===== src/glb_defs.svh =====
/*
 * Shared sizes and address fields of the global buffer configuration slice.
 * Tile count, queue depth, bus widths and the bridge read timeout.
 */
`ifndef GLB_DEFS_SVH
`define GLB_DEFS_SVH

// tiling and store queue.
`define NUM_TILES           4
`define TILE_ID_WIDTH       2
`define QUEUE_DEPTH         4

// dma header fields.
`define GLB_ADDR_WIDTH      16
`define MAX_NUM_WORDS_WIDTH 12

// configuration bus.
`define CFG_ADDR_WIDTH      12
`define CFG_DATA_WIDTH      32

// tile field in bits 10..7 and register field in bits 6..2.
`define CFG_TILE_LSB        7
`define CFG_TILE_WIDTH      4
`define CFG_REG_LSB         2
`define CFG_REG_WIDTH       5

`define CFG_RD_TIMEOUT      32   // cycles before an unclaimed read errors out.

`endif

===== src/glb_dma_pkg.sv =====
/*
 * Store DMA types of the global buffer.
 * Header queue entry, scheduled job and scheduler states.
 */
`default_nettype none

`include "glb_defs.svh"

package glb_dma_pkg;

    typedef struct packed {
        logic                            valid;
        logic [`GLB_ADDR_WIDTH-1:0]      start_addr;
        logic [`MAX_NUM_WORDS_WIDTH-1:0] num_words;
    } dma_st_header_t;

    typedef struct packed {
        logic [`TILE_ID_WIDTH-1:0]       tile_id;
        logic [`GLB_ADDR_WIDTH-1:0]      start_addr;
        logic [`MAX_NUM_WORDS_WIDTH-1:0] num_words;
    } dma_job_t;

    typedef enum logic [1:0] {
        SEARCH,   // one tile per cycle.
        OFFER,    // job_valid held until accepted.
        CLEAR     // invalidate pulse to the owning tile.
    } sched_state_e;

endpackage

`default_nettype wire


===== src/glb_cfg_pkg.sv =====
/*
 * Configuration-side types of the global buffer.
 * Register offsets inside a tile and the APB bridge states.
 */
`default_nettype none

`include "glb_defs.svh"

package glb_cfg_pkg;

    // queue entry q sits at REG_HDR_WORDS + 2q and REG_HDR_ADDR + 2q.
    typedef enum logic [`CFG_REG_WIDTH-1:0] {
        REG_CTRL      = 'd0,   // bit 0 is dma_on.
        REG_HDR_WORDS = 'd1,   // num_words.
        REG_HDR_ADDR  = 'd2    // {start_addr, valid}.
    } cfg_reg_e;

    typedef enum logic [1:0] {
        IDLE,
        WRITE,
        READ_WAIT,
        DONE
    } bridge_state_e;

endpackage

`default_nettype wire


===== src/dma_hdr_ifc.sv =====
/*
 * Store header link between one tile and the scheduler.
 */
`timescale 1ns/100ps
`default_nettype none

`include "glb_defs.svh"

interface dma_hdr_ifc;

    import glb_dma_pkg::*;

    dma_st_header_t          headers [`QUEUE_DEPTH];
    logic                    dma_on;
    logic [`QUEUE_DEPTH-1:0] invalidate_pulse;   // one bit per header.

    modport tile  (output headers, dma_on, input  invalidate_pulse);
    modport sched (input  headers, dma_on, output invalidate_pulse);

endinterface

`default_nettype wire


===== src/cfg_ifc.sv =====
/*
 * Configuration chain link.
 * Write and read strobes travel west, read return travels east.
 */
`timescale 1ns/100ps
`default_nettype none

`include "glb_defs.svh"

interface cfg_ifc;

    logic                       wr_en;
    logic [`CFG_ADDR_WIDTH-1:0] wr_addr;
    logic [`CFG_DATA_WIDTH-1:0] wr_data;
    logic                       rd_en;
    logic [`CFG_ADDR_WIDTH-1:0] rd_addr;
    logic [`CFG_DATA_WIDTH-1:0] rd_data;
    logic                       rd_data_valid;

    modport master (
        output wr_en, wr_addr, wr_data, rd_en, rd_addr,
        input  rd_data, rd_data_valid
    );

    modport slave (
        input  wr_en, wr_addr, wr_data, rd_en, rd_addr,
        output rd_data, rd_data_valid
    );

endinterface

`default_nettype wire


===== src/glb_top.sv =====
/*
 * Global buffer configuration and store scheduling top level.
 * APB bridge, daisy-chained tile configuration blocks and scheduler.
 */
`timescale 1ns/100ps
`default_nettype none

`include "glb_defs.svh"

module glb_top (
    input  logic                            clk,
    input  logic                            reset,
    // apb slave.
    input  logic                            psel,
    input  logic                            penable,
    input  logic                            pwrite,
    input  logic [`CFG_ADDR_WIDTH-1:0]      paddr,
    input  logic [`CFG_DATA_WIDTH-1:0]      pwdata,
    output logic [`CFG_DATA_WIDTH-1:0]      prdata,
    output logic                            pready,
    output logic                            pslverr,
    // store job port.
    output logic                            job_valid,
    input  logic                            job_ready,
    output logic [`TILE_ID_WIDTH-1:0]       job_tile,
    output logic [`GLB_ADDR_WIDTH-1:0]      job_addr,
    output logic [`MAX_NUM_WORDS_WIDTH-1:0] job_words
);

    cfg_ifc     cfg_link [`NUM_TILES+1] ();   // link 0 is the bridge end.
    dma_hdr_ifc hdr_link [`NUM_TILES] ();

    glb_apb_bridge u_bridge (
        .clk     (clk),
        .reset   (reset),
        .psel    (psel),
        .penable (penable),
        .pwrite  (pwrite),
        .paddr   (paddr),
        .pwdata  (pwdata),
        .prdata  (prdata),
        .pready  (pready),
        .pslverr (pslverr),
        .cfg     (cfg_link[0])
    );

    for (genvar t = 0; t < `NUM_TILES; t++) begin : g_tile
        glb_tile_cfg u_tile_cfg (
            .clk     (clk),
            .reset   (reset),
            .tile_id (`TILE_ID_WIDTH'(t)),
            .cfg_est (cfg_link[t]),
            .cfg_wst (cfg_link[t+1]),
            .hdr     (hdr_link[t])
        );
    end

    // nothing lies west of the last tile so unclaimed reads never return.
    assign cfg_link[`NUM_TILES].rd_data       = '0;
    assign cfg_link[`NUM_TILES].rd_data_valid = 1'b0;

    glb_store_sched u_sched (
        .clk       (clk),
        .reset     (reset),
        .job_ready (job_ready),
        .job_valid (job_valid),
        .job_tile  (job_tile),
        .job_addr  (job_addr),
        .job_words (job_words),
        .hdr       (hdr_link)
    );

endmodule

`default_nettype wire


===== src/glb_store_sched.sv =====
/*
 * Round-robin store job scheduler.
 * Visits one tile per cycle, offers its lowest valid header as a job
 * and invalidates that header once the job is accepted.
 */
`timescale 1ns/100ps
`default_nettype none

`include "glb_defs.svh"

module glb_store_sched (
    input  logic                            clk,
    input  logic                            reset,
    input  logic                            job_ready,
    output logic                            job_valid,
    output logic [`TILE_ID_WIDTH-1:0]       job_tile,
    output logic [`GLB_ADDR_WIDTH-1:0]      job_addr,
    output logic [`MAX_NUM_WORDS_WIDTH-1:0] job_words,
    dma_hdr_ifc.sched                       hdr [`NUM_TILES]
);

    import glb_dma_pkg::*;

    function automatic logic [`TILE_ID_WIDTH-1:0] next_tile(
        input logic [`TILE_ID_WIDTH-1:0] t
    );
        return (t == `TILE_ID_WIDTH'(`NUM_TILES - 1)) ? '0 : t + 1'b1;
    endfunction

    sched_state_e                    state;
    logic [`TILE_ID_WIDTH-1:0]       ptr;          // round-robin pointer.
    dma_job_t                        job_q;
    logic [$clog2(`QUEUE_DEPTH)-1:0] job_idx;      // header behind the job.
    logic                            found;
    logic [$clog2(`QUEUE_DEPTH)-1:0] found_idx;
    logic [`NUM_TILES-1:0]           tile_on;
    dma_st_header_t                  tile_hdr [`NUM_TILES][`QUEUE_DEPTH];
    logic [`QUEUE_DEPTH-1:0]         inval    [`NUM_TILES];

    for (genvar t = 0; t < `NUM_TILES; t++) begin : g_link
        assign tile_on[t]                = hdr[t].dma_on;
        assign tile_hdr[t]               = hdr[t].headers;
        assign hdr[t].invalidate_pulse   = inval[t];
    end

    //======================================================================
    // header search in the current tile
    //======================================================================
    always_comb begin
        found     = 1'b0;
        found_idx = '0;
        for (int q = `QUEUE_DEPTH - 1; q >= 0; q--) begin   // lowest index wins.
            if (tile_hdr[ptr][q].valid) begin
                found     = 1'b1;
                found_idx = ($clog2(`QUEUE_DEPTH))'(q);
            end
        end
    end

    always_ff @(posedge clk or posedge reset) begin
        if (reset) begin
            state   <= SEARCH;
            ptr     <= '0;
            job_q   <= '0;
            job_idx <= '0;
        end else begin
            case (state)
                SEARCH: begin
                    if (tile_on[ptr] && found) begin
                        job_q.tile_id    <= ptr;
                        job_q.start_addr <= tile_hdr[ptr][found_idx].start_addr;
                        job_q.num_words  <= tile_hdr[ptr][found_idx].num_words;
                        job_idx          <= found_idx;
                        state            <= OFFER;
                    end else begin
                        ptr <= next_tile(ptr);
                    end
                end
                OFFER: if (job_ready) state <= CLEAR;
                CLEAR: begin
                    ptr   <= next_tile(ptr);
                    state <= SEARCH;
                end
                default: state <= SEARCH;
            endcase
        end
    end

    always_comb begin
        for (int t = 0; t < `NUM_TILES; t++) begin
            inval[t] = '0;
        end
        if (state == CLEAR) inval[job_q.tile_id][job_idx] = 1'b1;
    end

    assign job_valid = (state == OFFER);
    assign job_tile  = job_q.tile_id;
    assign job_addr  = job_q.start_addr;
    assign job_words = job_q.num_words;

endmodule

`default_nettype wire


===== src/glb_tile_cfg.sv =====
/*
 * Tile configuration block with its chain router stage.
 * Holds dma_on and the store header queue, and forwards accesses
 * for other tiles west while returning read data east.
 */
`timescale 1ns/100ps
`default_nettype none

`include "glb_defs.svh"

module glb_tile_cfg (
    input  logic                      clk,
    input  logic                      reset,
    input  logic [`TILE_ID_WIDTH-1:0] tile_id,
    cfg_ifc.slave                     cfg_est,
    cfg_ifc.master                    cfg_wst,
    dma_hdr_ifc.tile                  hdr
);

    import glb_cfg_pkg::*;

    // header entries alternate between the words and the addr register.
    function automatic cfg_reg_e reg_kind(input logic [`CFG_REG_WIDTH-1:0] off);
        logic [`CFG_REG_WIDTH-1:0] rel;
        rel = off - 1'b1;
        if (off == REG_CTRL) return REG_CTRL;
        return rel[0] ? REG_HDR_ADDR : REG_HDR_WORDS;
    endfunction

    function automatic logic [$clog2(`QUEUE_DEPTH)-1:0] reg_queue(
        input logic [`CFG_REG_WIDTH-1:0] off
    );
        logic [`CFG_REG_WIDTH-1:0] rel;
        rel = off - 1'b1;
        return rel[1 +: $clog2(`QUEUE_DEPTH)];
    endfunction

    logic [`CFG_REG_WIDTH-1:0]       wr_off, rd_off;
    logic                            wr_claim, rd_claim;
    logic                            wr_mapped, rd_mapped;
    cfg_reg_e                        wr_kind, rd_kind;
    logic [$clog2(`QUEUE_DEPTH)-1:0] wr_q, rd_q;
    logic [`CFG_DATA_WIDTH-1:0]      rd_data_int;

    //======================================================================
    // address decode
    //======================================================================
    assign wr_off    = cfg_est.wr_addr[`CFG_REG_LSB +: `CFG_REG_WIDTH];
    assign rd_off    = cfg_est.rd_addr[`CFG_REG_LSB +: `CFG_REG_WIDTH];
    assign wr_claim  = cfg_est.wr_en
                    && (cfg_est.wr_addr[`CFG_TILE_LSB +: `CFG_TILE_WIDTH]
                        == `CFG_TILE_WIDTH'(tile_id));
    assign rd_claim  = cfg_est.rd_en
                    && (cfg_est.rd_addr[`CFG_TILE_LSB +: `CFG_TILE_WIDTH]
                        == `CFG_TILE_WIDTH'(tile_id));
    assign wr_mapped = wr_off <= `CFG_REG_WIDTH'(2 * `QUEUE_DEPTH);
    assign rd_mapped = rd_off <= `CFG_REG_WIDTH'(2 * `QUEUE_DEPTH);
    assign wr_kind   = reg_kind(wr_off);
    assign rd_kind   = reg_kind(rd_off);
    assign wr_q      = reg_queue(wr_off);
    assign rd_q      = reg_queue(rd_off);

    //======================================================================
    // registers
    //======================================================================
    always_ff @(posedge clk or posedge reset) begin
        if (reset) begin
            hdr.dma_on <= 1'b0;
            for (int q = 0; q < `QUEUE_DEPTH; q++) begin
                hdr.headers[q] <= '0;
            end
        end else begin
            for (int q = 0; q < `QUEUE_DEPTH; q++) begin
                if (hdr.invalidate_pulse[q]) hdr.headers[q].valid <= 1'b0;
            end
            // a write in the same cycle overrides the invalidate.
            if (wr_claim && wr_mapped) begin
                case (wr_kind)
                    REG_CTRL:      hdr.dma_on <= cfg_est.wr_data[0];
                    REG_HDR_WORDS: hdr.headers[wr_q].num_words <=
                                       cfg_est.wr_data[`MAX_NUM_WORDS_WIDTH-1:0];
                    REG_HDR_ADDR:  {hdr.headers[wr_q].start_addr, hdr.headers[wr_q].valid} <=
                                       cfg_est.wr_data[`GLB_ADDR_WIDTH:0];
                    default: ;
                endcase
            end
        end
    end

    always_comb begin
        rd_data_int = '0;   // unmapped offsets read zero.
        if (rd_mapped) begin
            case (rd_kind)
                REG_CTRL:      rd_data_int = `CFG_DATA_WIDTH'(hdr.dma_on);
                REG_HDR_WORDS: rd_data_int = `CFG_DATA_WIDTH'(hdr.headers[rd_q].num_words);
                REG_HDR_ADDR:  rd_data_int = `CFG_DATA_WIDTH'({hdr.headers[rd_q].start_addr,
                                                               hdr.headers[rd_q].valid});
                default:       rd_data_int = '0;
            endcase
        end
    end

    //======================================================================
    // router stage
    //======================================================================
    always_ff @(posedge clk or posedge reset) begin
        if (reset) begin
            cfg_wst.wr_en         <= 1'b0;
            cfg_wst.wr_addr       <= '0;
            cfg_wst.wr_data       <= '0;
            cfg_wst.rd_en         <= 1'b0;
            cfg_wst.rd_addr       <= '0;
            cfg_est.rd_data       <= '0;
            cfg_est.rd_data_valid <= 1'b0;
        end else begin
            cfg_wst.wr_en   <= cfg_est.wr_en && !wr_claim;   // unclaimed goes west.
            cfg_wst.wr_addr <= cfg_est.wr_addr;
            cfg_wst.wr_data <= cfg_est.wr_data;
            cfg_wst.rd_en   <= cfg_est.rd_en && !rd_claim;
            cfg_wst.rd_addr <= cfg_est.rd_addr;
            if (rd_claim) begin
                cfg_est.rd_data       <= rd_data_int;
                cfg_est.rd_data_valid <= 1'b1;
            end else begin
                cfg_est.rd_data       <= cfg_wst.rd_data;   // registered west return.
                cfg_est.rd_data_valid <= cfg_wst.rd_data_valid;
            end
        end
    end

endmodule

`default_nettype wire


===== src/glb_apb_bridge.sv =====
/*
 * APB slave bridge to the configuration chain.
 * Launches one chain strobe per transfer and waits for read return,
 * with a timeout that ends the transfer with pslverr.
 */
`timescale 1ns/100ps
`default_nettype none

`include "glb_defs.svh"

module glb_apb_bridge (
    input  logic                       clk,
    input  logic                       reset,
    input  logic                       psel,
    input  logic                       penable,
    input  logic                       pwrite,
    input  logic [`CFG_ADDR_WIDTH-1:0] paddr,
    input  logic [`CFG_DATA_WIDTH-1:0] pwdata,
    output logic [`CFG_DATA_WIDTH-1:0] prdata,
    output logic                       pready,
    output logic                       pslverr,
    cfg_ifc.master                     cfg
);

    import glb_cfg_pkg::*;

    bridge_state_e                       state;
    logic [$clog2(`CFG_RD_TIMEOUT)-1:0] wait_cnt;
    logic                                setup;

    assign setup  = psel && !penable;
    assign pready = (state == WRITE) || (state == DONE);

    //======================================================================
    // transfer fsm
    //======================================================================
    always_ff @(posedge clk or posedge reset) begin
        if (reset) begin
            state       <= IDLE;
            wait_cnt    <= '0;
            prdata      <= '0;
            pslverr     <= 1'b0;
            cfg.wr_en   <= 1'b0;
            cfg.wr_addr <= '0;
            cfg.wr_data <= '0;
            cfg.rd_en   <= 1'b0;
            cfg.rd_addr <= '0;
        end else begin
            cfg.wr_en <= 1'b0;   // strobes last one cycle.
            cfg.rd_en <= 1'b0;
            case (state)
                IDLE: begin
                    if (setup && pwrite) begin
                        cfg.wr_en   <= 1'b1;
                        cfg.wr_addr <= paddr;
                        cfg.wr_data <= pwdata;
                        state       <= WRITE;
                    end else if (setup) begin
                        cfg.rd_en   <= 1'b1;
                        cfg.rd_addr <= paddr;
                        wait_cnt    <= '0;
                        state       <= READ_WAIT;
                    end
                end
                WRITE: state <= IDLE;   // pready is high this cycle.
                READ_WAIT: begin
                    if (cfg.rd_data_valid) begin
                        prdata <= cfg.rd_data;
                        state  <= DONE;
                    end else if (wait_cnt == ($clog2(`CFG_RD_TIMEOUT))'(`CFG_RD_TIMEOUT - 1)) begin
                        prdata  <= '0;   // no tile claimed the read.
                        pslverr <= 1'b1;
                        state   <= DONE;
                    end else begin
                        wait_cnt <= wait_cnt + 1'b1;
                    end
                end
                DONE: begin
                    pslverr <= 1'b0;
                    state   <= IDLE;
                end
                default: state <= IDLE;
            endcase
        end
    end

endmodule

`default_nettype wire


===== config.mk =====
export PLATFORM = sky130hd
export DESIGN_NAME = glb_top
export DESIGN_NICKNAME = d
export VERILOG_FILES = /design/src/glb_dma_pkg.sv /design/src/glb_cfg_pkg.sv /design/src/dma_hdr_ifc.sv /design/src/cfg_ifc.sv /design/src/glb_top.sv /design/src/glb_store_sched.sv /design/src/glb_tile_cfg.sv /design/src/glb_apb_bridge.sv
export VERILOG_INCLUDE_DIRS = /design/src /design/src/src
export SDC_FILE = /design/constraint.sdc
export NUM_CORES = 2
export LEC_CHECK = 0
export BUFFER_PORTS_ARGS = -buffer_cell sky130_fd_sc_hd__buf_2
export CAP_MARGIN = 10
export CORE_MARGIN = 2
export CORE_UTILIZATION = 45
export DETAILED_ROUTE_END_ITERATION = 7
export SLEW_MARGIN = 10
export SYNTH_ARGS = -nofsm -noshare
export SYNTH_HDL_FRONTEND = slang
export SYNTH_SLANG_ARGS = --single-unit

===== constraint.sdc =====
create_clock -name clk -period 34 [get_ports clk]
set_clock_uncertainty 0.15 [all_clocks]
set_input_delay 6.8 -clock clk [delete_from_list [all_inputs] [get_ports clk]]
set_output_delay 6.8 -clock clk [all_outputs]
set_load 0.01 [all_outputs]

Word level (Yosys, flattened, before mapping)
Index checks and enable logic that the tools add are counted.
- add/subtract/negate cells: 10
- reduce and logical (&&, ||, !) cells: 81
- muxes and demuxes: 167
- bitwise gates (word level): 12
- order comparisons: 27
- equality and inequality tests: 39
- operator list (operator ; count):
    $bwmux W116 ; 12
    $pmux W116 S2 ; 4
    $demux W29 S2 ; 12
    $mux W116 ; 6
    $mux W29 ; 12
    $mux W32 ; 10
    $bmux W29 S2 ; 5
    $bmux W116 S2 ; 1
    $pmux W17 S3 ; 4
    $mux W28 ; 6
    $mux W5 ; 20
    $logic_not A5 Y1 ; 16
    $mux W12 ; 4
    $mux W1 ; 41
    $eq A5 B1 Y1 const B ; 8
    $eq A5 B2 Y1 const B ; 8
    $le A5 B4 Y1 const B ; 8
    $mux W2 ; 20
    $ge A3 B3 Y1 const B ; 11
    $not A2 Y3 ; 11
    $reduce_and A2 Y1 ; 14
    $logic_and A1 B1 Y1 ; 27
    $sub A3 B1 Y3 const B ; 8
    $eq A4 B2 Y1 const B ; 4
    30 further kinds ; 64
- output and inout port bits: 65
- register bits after elaboration: 840
- input port bits: 50

Logic depth before layout (Yosys ltp)
- depth in word-level cells: 12
- gate-level depth with buffers: 10
- depth with buffers taken out: 7

Hierarchy
From an unflattened synthesis, not the netlist that was laid out.
- cells, all modules: 2626
- area, all modules: 41776.3 µm²
- by module, submodules not included (module ; area an instance (µm²) ; cells an instance ; instances):
    glb_tile_cfg at g_tile[0].u_tile_cfg ... ; 8152.8 ; 485 ; 3
    glb_tile_cfg at g_tile[3].u_tile_cfg ; 8310.5 ; 485 ; 1
    glb_store_sched ; 5146.2 ; 448 ; 1
    glb_apb_bridge ; 3853.7 ; 236 ; 1
    glb_top ; 7.5 ; 2 ; 1

Worst setup path after synthesis
Ideal clock, no wire load.
- path kind: input to register
- start: in penable
- end: reg u_bridge.cfg.wr_data[10]
- cell stages on the path: 8
- setup slack: 25.426 ns
- arrival time: 8.359 ns
- buffers on the path: 3
- cell sequence: nand2b_1 -> or4b_2 -> clkbuf_1 -> inv_1 -> buf_2 -> buf_1 -> nand2_1 -> nand2_1
- longest elaborated chain between the ends: 4
- ends and longest elaborated chain (element ; RTL line ; text):
    from (decl) ; glb_top.sv:15 ; input logic penable,
    $logic_not A1 Y1 ; glb_apb_bridge.sv:31 ; assign setup = psel && !penable;
    $logic_and A1 B1 Y1 ; glb_apb_bridge.sv:31 ;
    $logic_and A1 B1 Y1 ; glb_apb_bridge.sv:53 ; if (setup && pwrite) begin
    $reduce_and A2 Y1 (no source line) ; -- ;
    to (signal assigned) ; glb_apb_bridge.sv:56 ; cfg.wr_data <= pwdata;
    to (decl) ; cfg_ifc.sv:21 ; output wr_en, wr_addr, wr_data, rd_en, rd_addr,
No other way between the ends.
A chain may end at the register's enable or synchronous reset.

==> summary.txt <==
Clock tree
  • # resized after CTS: 0
  • CTS tree: yes
  • Root Buffer: clkbuf_16
  • CTS buffer count: just under 80
  • CTS clk-pin slew, worst paths: around 60 ps
  • Hold_buf cts: 0
  • Post-CTS Setup Inserts: 0
  • Clock Latency Late Sink: around 650 ps
  • Max clock buf depth: 3
  • Max H-tree Level: 3
  • Clock sink count: 749

Logic synthesis
  • Synth Instances: roughly 2400
  • Top cells by area, synth: dfrtp_1, mux4_2, mux2_2, nand2_1, a22o_1
  • Post-synth top cells: dfrtp_1, mux2_2, mux4_2
  • Post-synthesis sequential area ratio: 0.542
  • Post-synthesis compound-gate area fraction: 0.0554
  • Post-synthesis mux area share: 0.299
  • Post-Synth Simple-Gate Area: 0.0654
  • Largest family of logic cells by synthesized area: multiplexers
  • Synthesized cell area: approximately 35000 sq um
  • Flops & latches, synth: about 750
  • Synth warnings: 0
  • Post-Synth XOR/XNOR Area: 0.00499
  • Post-synth EDFFs: 0
  • Synth Area in Adders: 0.00542
  • Mean Syn Cell Area: ~15 sq um
  • FFs w/ async S/R, synth: 1.00
  • Synth top area share: 0.542
  • Top-count cell post-synth: dfrtp_1
  • Synth cell types: around 60
  • Synth Flop Type: dfrtp_1
  • Area leader, netlist: dfrtp_1

Outcome
  • Status: finished clean

Timing
  • Crit share post-route: 0.309
  • Count of final setup violators: 0
  • Slew margin rel.: 0.0736
  • Setup TNS Final: 0 ps
  • RSZ-0062 raised after global routing: no
  • Final Critical Period: between 10000 and 15000 ps
  • Worst-margin pin slew: about 1400 ps
  • Max-slew violations: 0
  • Final Worst Setup Slack: ~23000 ps
  • FMAX: around 95 MHz
  • Final Hold Viols: 0

Die
  • Core area: between 70000 and 80000 sq um
  • Die Area: around 80000 sq um
  • Row cnt: a little over 100
  • I/O pin count: about 120
  • Initial core utilization: 0.455
  • Die height: around 280 microns
  • Die width: around 280 microns

Detailed routing
  • Detailed Route Iter0 Violations: roughly 2600
  • ANT nets after route: 0
  • Wire per inst: 33.2 microns
  • Via-to-Cell Ratio: 6.42
  • WL final: ~120 mm
  • DRC: 0
  • Drt pass-1 iters: 6
  • Vias: between 20000 and 25000

Min path
  • Hold Path Stages: 0
  • Hold endpoint: g_tile[1].u_tile_cfg.cfg_wst.rd_addr[7]
  • Hold_sp: g_tile[0].u_tile_cfg.cfg_wst.rd_addr[7]
  • Class of the worst hold path: reg -> reg

Power and ir drop
  • Combinational share of power: 0.281
  • Pwr/cell area: between 70 and 80 nW/um^2
  • Pint: about 1.9 mW
  • Tot Pwr: around 3.0 mW
  • Worst vdd ir: 0.0000969 V
  • Switching power: 1.09 mW
  • Sequential fraction of design power: 0.402
  • Clock share of power: 0.316
  • Leakage: approximately 18 nW
  • Switch share: 0.370

Finish
  • Core Util, Final: 0.513
  • Diode count: 0
  • Area Overhead vs Synth: 12.8%
  • Nets@finish: 2511
  • Post-route cell area: between 30000 and 40000 sq um
  • Share of cells above drive strength 1: 0.406

Placed design
  • RePlAce Congestion: just under 0.9
  • Port bufs: 81
  • Placed instance area: about 36000 sq um
  • Hpwl dp: about 70 mm
  • Setup WS pre-CTS: 22650 ps

Job
  • Max-Cap Viols: 0

Critical path
  • Maximum fanout along the worst path: 108
  • Reg2reg end: u_sched.job_words[9]
  • Reg2Reg Depth: 7
  • Worst EP required: roughly 35000 ps
  • Critical Path End Type: async pin
  • Crit Reg-Reg Startpoint: u_sched.ptr[0]
  • CP Class: in -> async
  • Setup crit start kind: input port
  • R2r setup slk: 28720 ps
  • Crit path DAT: 11020 ps

Global routing
  • Largest net degree at the start of global routing: 109
  • First-pass GRT wire length: ~170 mm
  • Total gr overflow: 0
  • Initial antenna violation count: 4
  • Vias in the first global route: approximately 23000
  • Global Route Usage Sum: 0.302
==> cell families after synthesis <==
| logic type | count (synthesis) |
|---|---|
| other cells | 1 |
| mux | 687 |
| compound gates | 285 |
| fa+ha+maj | 15 |
| flops | 749 |
| simple gates | 409 |
| buf+inv | 190 |
| xor+xnor | 18 |
==> state kept, by name, summed over array words and instances (netlist names) <==
register,cells
g_tile.u_tile_cfg.cfg_est.rd_data,68
g_tile.u_tile_cfg.cfg_est.rd_data_valid,4
g_tile.u_tile_cfg.cfg_wst.rd_addr,27
g_tile.u_tile_cfg.cfg_wst.rd_en,3
g_tile.u_tile_cfg.cfg_wst.wr_addr,27
g_tile.u_tile_cfg.cfg_wst.wr_data,51
g_tile.u_tile_cfg.cfg_wst.wr_en,3
g_tile.u_tile_cfg.hdr.dma_on,4
g_tile.u_tile_cfg.hdr.headers,464
u_bridge.cfg.rd_addr,9
u_bridge.cfg.rd_en,1
u_bridge.cfg.wr_addr,9
u_bridge.cfg.wr_data,17
u_bridge.cfg.wr_en,1
u_bridge.prdata,17
u_bridge.pslverr,1
u_bridge.state,2
u_bridge.wait_cnt,5
u_sched.job_addr,16
u_sched.job_idx,2
u_sched.job_tile,2
u_sched.job_words,12
u_sched.ptr,2
u_sched.state,2
==> how the worst max path moves through the flow <==
stage                from                                       to  slack (ps)  depth (start not counted)
floorplan           reset  g_tile[0].u_tile_cfg.cfg_est.rd_data[0]        6030                          1
global placement    reset     g_tile[1].u_tile_cfg.hdr.headers[32]       22820                          6
detailed placement  reset                     u_sched.job_words[3]       22650                          6
CTS                 reset     g_tile[1].u_tile_cfg.hdr.headers[32]       23340                          6
global route        reset    g_tile[0].u_tile_cfg.hdr.headers[102]       22790                          6
finish              reset                     u_sched.job_words[3]       23490                          6
==> through the flow <==
stage	std cells	hold WS [ps]
floorplan	2368	196
global route	3540	230
global placement	3394	202
finish	3540	225
CTS	3539	225
detailed placement	3394	212
==> cell type report <==
cell class	count	area, sq um
flip-flops and latches	749	18800
fillers	6373	37000
well taps	1030	1290
repair buffers	160	998
multi-input cells	1429	15100
clock inverters	34	508
inverters	27	109
clock buffers	111	2290
==> critical path, stage by stage <==
cell   delay, ps
buf_2        130
inv_8        480
buf_4        810
buf_4        890
buf_4        860
buf_4        780
==> power by group through the flow <==
stage / registers [mW] / logic (mW) / clock network [mW]
2_1_floorplan: 1.11 / 0.539 / 0
3_3_place_gp: 1.19 / 0.800 / 0
3_5_place_dp: 1.20 / 0.811 / 0
4_1_cts: 1.18 / 0.814 / 0.942
5_1_grt: 1.21 / 0.853 / 0.978
6_report: 1.19 / 0.829 / 0.934
==> layer usage <==
metal  GRT usage  vias to the layer above  part of all wire
li1            -                     9017                 -
met1       0.404                    12200              0.40
met2       0.463                     1194              0.45
met3      0.0808                      342             0.096
met4       0.138                        7             0.051
met5      0.0128                        -            0.0015
==> cell usage in the layout, fill, tap and decap left out, drive strengths merged, types with 15 or more instances in the layout <==
cell and count:
o21ai 74, nor2b 17, mux2 453, nor2 72, inv 29, nand4bb 23, ha 15, nand2b 23
clkbuf 111, mux4 232, clkinv 20, nand2 186, buf 160, conb 15, a21oi 64, a221oi 23
dfrtp 749, a22o 48, nor4 15, a22oi 52
Note: power is estimated with default switching activity, not from simulation.
